[src/hdl/mem_frontend_config.svh]
`ifndef MEM_FRONTEND_CONFIG_SVH
`define MEM_FRONTEND_CONFIG_SVH

// Bus widths.
`define ADDR_W          32
`define DATA_W          32

// Instruction cache geometry.
`define ICACHE_LINES    16
`define LINE_BYTES      16
`define BEATS_PER_LINE  4
`define REFILL_LEN      8'd3

// Core-local timer window, 64 KiB.
`define CLINT_BASE      32'h0200_0000
`define CLINT_MASK      32'hFFFF_0000

`define AXI_SIZE_WORD   3'd2
`define AXI_BURST_INCR  2'd1

`endif

[src/hdl/mem_frontend_pkg.sv]
`include "mem_frontend_config.svh"

package mem_frontend_pkg;

    localparam int INDEX_W    = $clog2(`ICACHE_LINES);
    localparam int OFFSET_W   = $clog2(`LINE_BYTES);
    localparam int TAG_W      = `ADDR_W - INDEX_W - OFFSET_W;
    localparam int BYTE_OFF_W = $clog2(`DATA_W / 8);
    localparam int WORD_SEL_W = $clog2(`BEATS_PER_LINE);

    typedef logic [`ADDR_W-1:0]                 addr_t;
    typedef logic [`DATA_W-1:0]                 word_t;
    typedef logic [`BEATS_PER_LINE*`DATA_W-1:0] line_t;
    typedef logic [TAG_W-1:0]                   tag_t;
    typedef logic [INDEX_W-1:0]                 index_t;
    typedef logic [7:0]                         axi_len_t;
    typedef logic [1:0]                         axi_resp_t;

    typedef enum logic [1:0] {
        IC_IDLE,
        IC_REFILL_ADDR,
        IC_REFILL_DATA,
        IC_RESPOND
    } icache_state_e;

    typedef enum logic [1:0] {
        OWN_NONE,
        OWN_REFILL,
        OWN_LOAD
    } arb_owner_e;

    typedef enum logic {
        TGT_EXTERNAL,
        TGT_TIMER
    } rd_target_e;

endpackage

[src/hdl/clint_timer.sv]
`timescale 1ns/1ns

module clint_timer import mem_frontend_pkg::*; (
    input  logic  clock,
    input  logic  rst_n,
    input  logic  t_ar_valid,
    input  addr_t t_ar_addr,
    input  logic  t_r_ready,
    output logic  t_ar_ready,
    output logic  t_r_valid,
    output word_t t_r_data
);

    logic [63:0] mtime;
    logic        rd_pend;
    word_t       rd_word;
    logic        accept;

    assign accept     = t_ar_valid && t_ar_ready;
    assign t_ar_ready = !rd_pend;
    assign t_r_valid  = rd_pend;
    assign t_r_data   = rd_word;

    // Free-running cycle count.
    always_ff @(posedge clock or negedge rst_n) begin
        if (!rst_n) begin
            mtime <= '0;
        end else begin
            mtime <= mtime + 64'd1;
        end
    end

    always_ff @(posedge clock or negedge rst_n) begin
        if (!rst_n) begin
            rd_pend <= 1'b0;
        end else if (accept) begin
            rd_pend <= 1'b1;
        end else if (t_r_ready) begin
            rd_pend <= 1'b0;
        end
    end

    // Word is taken at acceptance, not at return.
    always_ff @(posedge clock) begin
        if (accept) begin
            rd_word <= t_ar_addr[2] ? mtime[63:32] : mtime[31:0];
        end
    end

endmodule

[src/hdl/icache.sv]
`timescale 1ns/1ns
`include "mem_frontend_config.svh"

module icache import mem_frontend_pkg::*; (
    input  logic  clock,
    input  logic  rst_n,
    input  logic  fetch_req,
    input  addr_t fetch_addr,
    input  logic  fence_i,
    input  logic  refill_grant,
    input  logic  refill_beat_valid,
    input  word_t refill_beat_data,
    input  logic  refill_last,
    input  logic  refill_err,
    output word_t fetch_data,
    output logic  fetch_fault,
    output logic  fetch_done,
    output logic  refill_req,
    output addr_t refill_addr
);

    icache_state_e state;

    logic [`ICACHE_LINES-1:0] valid;
    tag_t                     tags  [`ICACHE_LINES];
    line_t                    lines [`ICACHE_LINES];

    line_t                    fill_buf;
    line_t                    fill_line;
    logic                     fill_err;
    word_t                    data_q;
    logic                     fault_q;

    index_t                   idx;
    tag_t                     tag;
    logic [WORD_SEL_W-1:0]    word_sel;
    logic                     hit;
    logic                     last_beat;
    logic                     beat_fault;

    assign idx      = fetch_addr[OFFSET_W +: INDEX_W];
    assign tag      = fetch_addr[`ADDR_W-1 -: TAG_W];
    assign word_sel = fetch_addr[BYTE_OFF_W +: WORD_SEL_W];
    assign hit      = valid[idx] && (tags[idx] == tag);

    // Beats arrive lowest word first, so shift in from the top.
    assign fill_line  = {refill_beat_data, fill_buf[$bits(line_t)-1:`DATA_W]};
    assign last_beat  = (state == IC_REFILL_DATA) && refill_beat_valid && refill_last;
    assign beat_fault = fill_err || refill_err;

    assign refill_req  = (state == IC_REFILL_ADDR);
    assign refill_addr = {fetch_addr[`ADDR_W-1:OFFSET_W], {OFFSET_W{1'b0}}};

    assign fetch_done  = (state == IC_RESPOND);
    assign fetch_data  = data_q;
    assign fetch_fault = fault_q;

    always_ff @(posedge clock or negedge rst_n) begin
        if (!rst_n) begin
            state <= IC_IDLE;
        end else begin
            case (state)
                IC_IDLE: begin
                    if (fetch_req) begin
                        state <= hit ? IC_RESPOND : IC_REFILL_ADDR;
                    end
                end
                IC_REFILL_ADDR: begin
                    if (refill_grant) begin
                        state <= IC_REFILL_DATA;
                    end
                end
                IC_REFILL_DATA: begin
                    if (last_beat) begin
                        state <= IC_RESPOND;
                    end
                end
                default: begin
                    state <= IC_IDLE; // Done pulse lasts one cycle.
                end
            endcase
        end
    end

    // Sticky error over the beats of one refill.
    always_ff @(posedge clock or negedge rst_n) begin
        if (!rst_n) begin
            fill_err <= 1'b0;
        end else if (refill_grant) begin
            fill_err <= 1'b0;
        end else if (refill_beat_valid && refill_err) begin
            fill_err <= 1'b1;
        end
    end

    always_ff @(posedge clock or negedge rst_n) begin
        if (!rst_n) begin
            valid <= '0;
        end else if (fence_i) begin
            valid <= '0; // Whole cache at once.
        end else if (last_beat && !beat_fault) begin
            valid[idx] <= 1'b1;
        end
    end

    always_ff @(posedge clock) begin
        if (refill_beat_valid) begin
            fill_buf <= fill_line;
        end
        if (last_beat && !beat_fault) begin
            lines[idx] <= fill_line;
            tags[idx]  <= tag;
        end
        if ((state == IC_IDLE) && fetch_req && hit) begin
            data_q  <= lines[idx][word_sel*`DATA_W +: `DATA_W];
            fault_q <= 1'b0;
        end else if (last_beat) begin
            data_q  <= fill_line[word_sel*`DATA_W +: `DATA_W];
            fault_q <= beat_fault;
        end
    end

endmodule

[src/hdl/mem_frontend.sv]
`timescale 1ns/1ns

module mem_frontend import mem_frontend_pkg::*; (
    input  logic       clock,
    input  logic       rst_n,
    input  logic       fetch_req,
    input  addr_t      fetch_addr,
    output word_t      fetch_data,
    output logic       fetch_fault,
    output logic       fetch_done,
    input  logic       load_req,
    input  addr_t      load_addr,
    output word_t      load_data,
    output logic       load_fault,
    output logic       load_done,
    input  logic       fence_i,
    output logic       ar_valid,
    input  logic       ar_ready,
    output addr_t      ar_addr,
    output axi_len_t   ar_len,
    output logic [2:0] ar_size,
    output logic [1:0] ar_burst,
    input  logic       r_valid,
    output logic       r_ready,
    input  word_t      r_data,
    input  axi_resp_t  r_resp,
    input  logic       r_last
);

    // Refill link.
    logic  refill_req;
    addr_t refill_addr;
    logic  refill_grant;
    logic  refill_beat_valid;
    word_t refill_beat_data;
    logic  refill_last;
    logic  refill_err;

    // Timer link.
    logic  t_ar_valid;
    logic  t_ar_ready;
    addr_t t_ar_addr;
    logic  t_r_valid;
    logic  t_r_ready;
    word_t t_r_data;

    icache u_icache (
        .clock             (clock),
        .rst_n             (rst_n),
        .fetch_req         (fetch_req),
        .fetch_addr        (fetch_addr),
        .fence_i           (fence_i),
        .refill_grant      (refill_grant),
        .refill_beat_valid (refill_beat_valid),
        .refill_beat_data  (refill_beat_data),
        .refill_last       (refill_last),
        .refill_err        (refill_err),
        .fetch_data        (fetch_data),
        .fetch_fault       (fetch_fault),
        .fetch_done        (fetch_done),
        .refill_req        (refill_req),
        .refill_addr       (refill_addr)
    );

    read_arbiter u_read_arbiter (
        .clock             (clock),
        .rst_n             (rst_n),
        .refill_req        (refill_req),
        .refill_addr       (refill_addr),
        .load_req          (load_req),
        .load_addr         (load_addr),
        .ar_ready          (ar_ready),
        .r_valid           (r_valid),
        .r_data            (r_data),
        .r_resp            (r_resp),
        .r_last            (r_last),
        .t_ar_ready        (t_ar_ready),
        .t_r_valid         (t_r_valid),
        .t_r_data          (t_r_data),
        .refill_grant      (refill_grant),
        .refill_beat_valid (refill_beat_valid),
        .refill_beat_data  (refill_beat_data),
        .refill_last       (refill_last),
        .refill_err        (refill_err),
        .load_data         (load_data),
        .load_fault        (load_fault),
        .load_done         (load_done),
        .ar_valid          (ar_valid),
        .ar_addr           (ar_addr),
        .ar_len            (ar_len),
        .ar_size           (ar_size),
        .ar_burst          (ar_burst),
        .r_ready           (r_ready),
        .t_ar_valid        (t_ar_valid),
        .t_ar_addr         (t_ar_addr),
        .t_r_ready         (t_r_ready)
    );

    clint_timer u_clint_timer (
        .clock      (clock),
        .rst_n      (rst_n),
        .t_ar_valid (t_ar_valid),
        .t_ar_addr  (t_ar_addr),
        .t_r_ready  (t_r_ready),
        .t_ar_ready (t_ar_ready),
        .t_r_valid  (t_r_valid),
        .t_r_data   (t_r_data)
    );

endmodule

[src/hdl/read_arbiter.sv]
`timescale 1ns/1ns
`include "mem_frontend_config.svh"

module read_arbiter import mem_frontend_pkg::*; (
    input  logic      clock,
    input  logic      rst_n,
    input  logic      refill_req,
    input  addr_t     refill_addr,
    input  logic      load_req,
    input  addr_t     load_addr,
    input  logic      ar_ready,
    input  logic      r_valid,
    input  word_t     r_data,
    input  axi_resp_t r_resp,
    input  logic      r_last,
    input  logic      t_ar_ready,
    input  logic      t_r_valid,
    input  word_t     t_r_data,
    output logic      refill_grant,
    output logic      refill_beat_valid,
    output word_t     refill_beat_data,
    output logic      refill_last,
    output logic      refill_err,
    output word_t     load_data,
    output logic      load_fault,
    output logic      load_done,
    output logic      ar_valid,
    output addr_t     ar_addr,
    output axi_len_t  ar_len,
    output logic [2:0] ar_size,
    output logic [1:0] ar_burst,
    output logic      r_ready,
    output logic      t_ar_valid,
    output addr_t     t_ar_addr,
    output logic      t_r_ready
);

    arb_owner_e owner;
    rd_target_e target;
    logic       addr_pend;   // Address channel still waiting for ready.
    addr_t      addr_q;
    word_t      load_data_q;
    logic       load_fault_q;
    logic       load_done_q;

    logic       load_is_timer;
    logic       load_go;
    logic       refill_go;
    logic       ar_hs;
    logic       t_ar_hs;
    logic       r_hs;
    logic       t_r_hs;
    logic       load_end;

    assign load_is_timer = ((load_addr & `CLINT_MASK) == `CLINT_BASE);

    // Load has priority. Skip the cycle in which its done pulse is out.
    assign load_go   = (owner == OWN_NONE) && load_req && !load_done_q;
    assign refill_go = (owner == OWN_NONE) && refill_req && !load_go;

    assign ar_valid = addr_pend && (target == TGT_EXTERNAL);
    assign ar_addr  = addr_q;
    assign ar_len   = (owner == OWN_REFILL) ? `REFILL_LEN : '0;
    assign ar_size  = `AXI_SIZE_WORD;
    assign ar_burst = `AXI_BURST_INCR;
    assign r_ready  = (owner != OWN_NONE) && !addr_pend && (target == TGT_EXTERNAL);

    assign t_ar_valid = addr_pend && (target == TGT_TIMER);
    assign t_ar_addr  = addr_q;
    assign t_r_ready  = (owner == OWN_LOAD) && !addr_pend && (target == TGT_TIMER);

    assign ar_hs   = ar_valid && ar_ready;
    assign t_ar_hs = t_ar_valid && t_ar_ready;
    assign r_hs    = r_valid && r_ready;
    assign t_r_hs  = t_r_valid && t_r_ready;

    assign refill_grant      = ar_hs && (owner == OWN_REFILL);
    assign refill_beat_valid = r_hs && (owner == OWN_REFILL);
    assign refill_beat_data  = r_data;
    assign refill_last       = refill_beat_valid && r_last;
    assign refill_err        = refill_beat_valid && (r_resp != '0);

    assign load_end = (owner == OWN_LOAD) && ((r_hs && r_last) || t_r_hs);

    assign load_data  = load_data_q;
    assign load_fault = load_fault_q;
    assign load_done  = load_done_q;

    always_ff @(posedge clock or negedge rst_n) begin
        if (!rst_n) begin
            owner       <= OWN_NONE;
            target      <= TGT_EXTERNAL;
            addr_pend   <= 1'b0;
            load_done_q <= 1'b0;
        end else begin
            load_done_q <= load_end;
            if (load_go) begin
                owner     <= OWN_LOAD;
                target    <= load_is_timer ? TGT_TIMER : TGT_EXTERNAL;
                addr_pend <= 1'b1;
            end else if (refill_go) begin
                owner     <= OWN_REFILL;
                target    <= TGT_EXTERNAL;
                addr_pend <= 1'b1;
            end else begin
                if (ar_hs || t_ar_hs) begin
                    addr_pend <= 1'b0;
                end
                if (load_end || refill_last) begin
                    owner <= OWN_NONE; // Bus free after the last beat.
                end
            end
        end
    end

    always_ff @(posedge clock) begin
        if (load_go) begin
            addr_q <= load_addr;
        end else if (refill_go) begin
            addr_q <= refill_addr;
        end
        if (load_end) begin
            load_data_q  <= t_r_hs ? t_r_data : r_data;
            load_fault_q <= !t_r_hs && (r_resp != '0); // Timer never faults.
        end
    end

endmodule

[config.mk]
export PLATFORM = sky130hd
export DESIGN_NAME = mem_frontend
export DESIGN_NICKNAME = d
export VERILOG_FILES = /design/src/hdl/mem_frontend_pkg.sv /design/src/hdl/clint_timer.sv /design/src/hdl/icache.sv /design/src/hdl/mem_frontend.sv /design/src/hdl/read_arbiter.sv
export VERILOG_INCLUDE_DIRS = /design/src /design/src/hdl
export SDC_FILE = /design/constraint.sdc
export NUM_CORES = 2
export LEC_CHECK = 0
export BUFFER_PORTS_ARGS = -buffer_cell sky130_fd_sc_hd__buf_4
export CAP_MARGIN = 20
export CORE_MARGIN = 10
export CORE_UTILIZATION = 49
export DETAILED_ROUTE_END_ITERATION = 16
export PLACE_DENSITY = 0.72
export REMOVE_ABC_BUFFERS = 1
export SLEW_MARGIN = 10
export SYNTH_ARGS = -nofsm -noshare
export SYNTH_HDL_FRONTEND = slang
export SYNTH_HIERARCHICAL = 1
export SYNTH_SLANG_ARGS = --single-unit
[constraint.sdc]
create_clock -name clock -period 36.7 [get_ports clock]
set_input_delay 3.67 -clock clock [delete_from_list [all_inputs] [get_ports clock]]
set_output_delay 3.67 -clock clock [all_outputs]
set_load 0.01 [all_outputs]
==> flow_summary.yaml <==
pwr:
  p_leak_uw: 0.03832
  clockPowerShare: 0.416
  power_density_mw_per_mm2: 56.77
  ir_drop_mv: 0.05369
  internal_power_uw: 5405
  seqPwrFrac: 0.534
  comb_power_share: 0.050
  p_sw_frac: 0.2094
  switching_power_uw: 1431
sta:
  hold_viol_final: 0
  worstMarginPinSlew_ns: 1.149
  fin_crit_ns: 9.145
  whs_ns: 0.4756
  finalCritPeriodShare: 0.2492
  finalWorstSetupSlack_ns: 27.55
  max-slew-margin-rel: 0.2338
  fin_tns_setup_ns: 0
  fin_worst_skew_ns: 0.06314
  fmax_mhz: 109.3
  rsz0062_at_grt: "no"
  setup_viol: 0
  drv_slew: 0
clock_tree:
  cts_made_buffers: 292
  postCtsHoldBufs: 0
  cts_buffer_depth: 4
  tritoncts: "yes"
  postCtsSetupBuffers: 0
  insertion_delay_ns: 0.94
  cts-root-buf: "clkbuf_16"
  cts.sinks: 2747
  ctsResizeCount: 0
  clk_pin_slew_ns: 0.06
  cts_max_level: 5
floorplanning:
  core_mm2: 0.2170
  die_h_um: 486.9
  io_pins: 221
  num_rows: 171
  fp.dieW_um: 486.9
  die-area_mm2: 0.2370
  start_util: 0.4923
min_path:
  min_path_cells: 1
  hp-start: "u_clint_timer/mtime[63]"
  hp-class: "reg -> reg"
  min_to: "u_clint_timer/mtime[63]"
setup_path:
  endpoint_kind: "flop"
  reg2reg_depth: 8
  max_stage_delay_ns: 0.75
  critPathArrivalTime_ns: 9.68
  reg2reg_slack_ns: 30.60
  path_class: "in -> reg"
  timing.critical_path.from_type: "input port"
  worstPathMaxFanout: 83
  cp_slowest_cell: "and4_4"
  crit_top_cell: "buf_4"
  required_ns: 37.24
  cp_num_buf_inv: 4
  r2r-start: "u_read_arbiter/owner[1]"
  r2r-end: "u_icache/lines[15][95]"
  path_cells: "buf_8 -> buf_4 -> buf_12 -> mux2i_1 -> nor3b_1 -> nor4_1 -> a32o_1 -> nand4_1 -> a2111oi_2 -> and4_4 -> nand2b_4 -> buf_4"
  crit_family: "simple AND/OR/NAND/NOR gates"
finish:
  final_common_cell: "edfxtp_1"
  fin_cells: 7867
  area_growth_syn_to_layout_pct: 12.76
  final_cell_mix: "edfxtp_1 (2657), mux4_2 (790), clkbuf_16 (301)"
  fin_nets: 4908
  drive_above_1_share: 0.3299
  fillers: 15594
detailed_routing:
  drcViolationCount: 0
  wl_met1_um: 93590
  wl_per_cell_um: 31.40
  final_antenna_net_count: 0
  dr_wl_met2_um: 123400
  drt-vias-per-instance: 6.251
  dr.first_iter.drc_count: 5741
  wl_um: 247000
  dr.pass1.iters: 6
  via_count: 49173
  topRoutingLayerUsed: "met5"
  route.met3.wl_um: 22680
logic_synthesis:
  synthCells: 4485
  synth_area_mm2: 0.1068
  yosys_warnings: 6
  avgSynthCellArea_um2: 23.81
job:
  maxCapViolations: 0
placement:
  dp.cells: 7356
  gp_congestion: 0.7978
  pre_cts_slack_ns: 26.65
  detailed_place_hpwl_um: 121100
  numPortBuffers: 207
global_routing:
  grtUsageTotal: 0.2062
  globalRouteOverflowTotal: 0
  grt_max_degree: 149
  grt_pass1_vias: 50976
  antenna_found_initial: 16
  grt_pass1_wl_um: 358200
status:
  outcome: "completed"
## worst max path at each step
| stage | depth (start not counted) | from | to |
|---|---|---|---|
| 6_report | 12 | fetch_addr[4] | u_icache/fetch_data[5] |
| 3_3_place_gp | 12 | fetch_addr[4] | u_icache/fetch_data[18] |
| 5_1_grt | 12 | fetch_addr[4] | u_icache/fetch_data[18] |
| 3_5_place_dp | 12 | fetch_addr[4] | u_icache/fetch_data[18] |
| 4_1_cts | 12 | fetch_addr[4] | u_icache/fetch_data[5] |
| 2_1_floorplan | 5 | r_valid | u_icache/lines[3][0] |
## per-layer routing
metal	track usage	vias to the layer above
met1	0.2784	26531
met3	0.04672	413
met4	0.06247	12
met5	0	-
li1	-	19683
met2	0.3382	2534
## registers in the layout, summed over array words and instances (netlist names), 2 cells and up
signal                    count
u_clint_timer/mtime          64
u_clint_timer/t_r_data       32
u_icache/fetch_data          32
u_icache/fill_buf            96
u_icache/lines             2048
u_icache/state                2
u_icache/tags               384
u_icache/valid               16
u_read_arbiter/ar_addr       32
u_read_arbiter/load_data     32
u_read_arbiter/owner          2
## power groups by stage
stage / Clock (µW) / Sequential [µW] / Combinational [µW]
finish: 2840 / 3650 / 343
global route: 3020 / 3660 / 365
floorplan: 0 / 3690 / 174
global placement: 0 / 3700 / 341
CTS: 2890 / 3650 / 348
detailed placement: 0 / 3720 / 346
## worst register-to-register path: stages, from the launching register on
cell and delay, ns:
dfrtp_1 0.49, and2b_1 0.31, and3_4 0.71, nand3_1 0.35, nor3_1 0.82, nand3_1 0.47
nor2_4 0.78, buf_12 0.68, buf_4 1.00
## layout make-up
class | count | area (µm²) | area share
Sequential cell | 2747 | 82030 | 0.6812
Multi-Input combinational cell | 1430 | 23050 | 0.1914
Clock buffer | 367 | 7820 | 0.06494
Tap cell | 2854 | 3571 | 0.02965
Timing Repair Buffer | 292 | 2471 | 0.02052
Clock inverter | 134 | 1320 | 0.01096
Inverter | 34 | 127.6 | 0.001060
Antenna cell | 9 | 22.52 | 0.0001870
## per-stage QoR
stage | utilization | total power (µW) | cell area [µm²]
floorplan | - | 3864 | 105100
global placement | 0.5127 | 4045 | 111200
detailed placement | 0.5127 | 4061 | 111200
CTS | 0.5548 | 6890 | 120400
global route | 0.5550 | 7044 | 120400
finish | 0.5551 | 6836 | 120400
(Power assumes the default switching activity.)
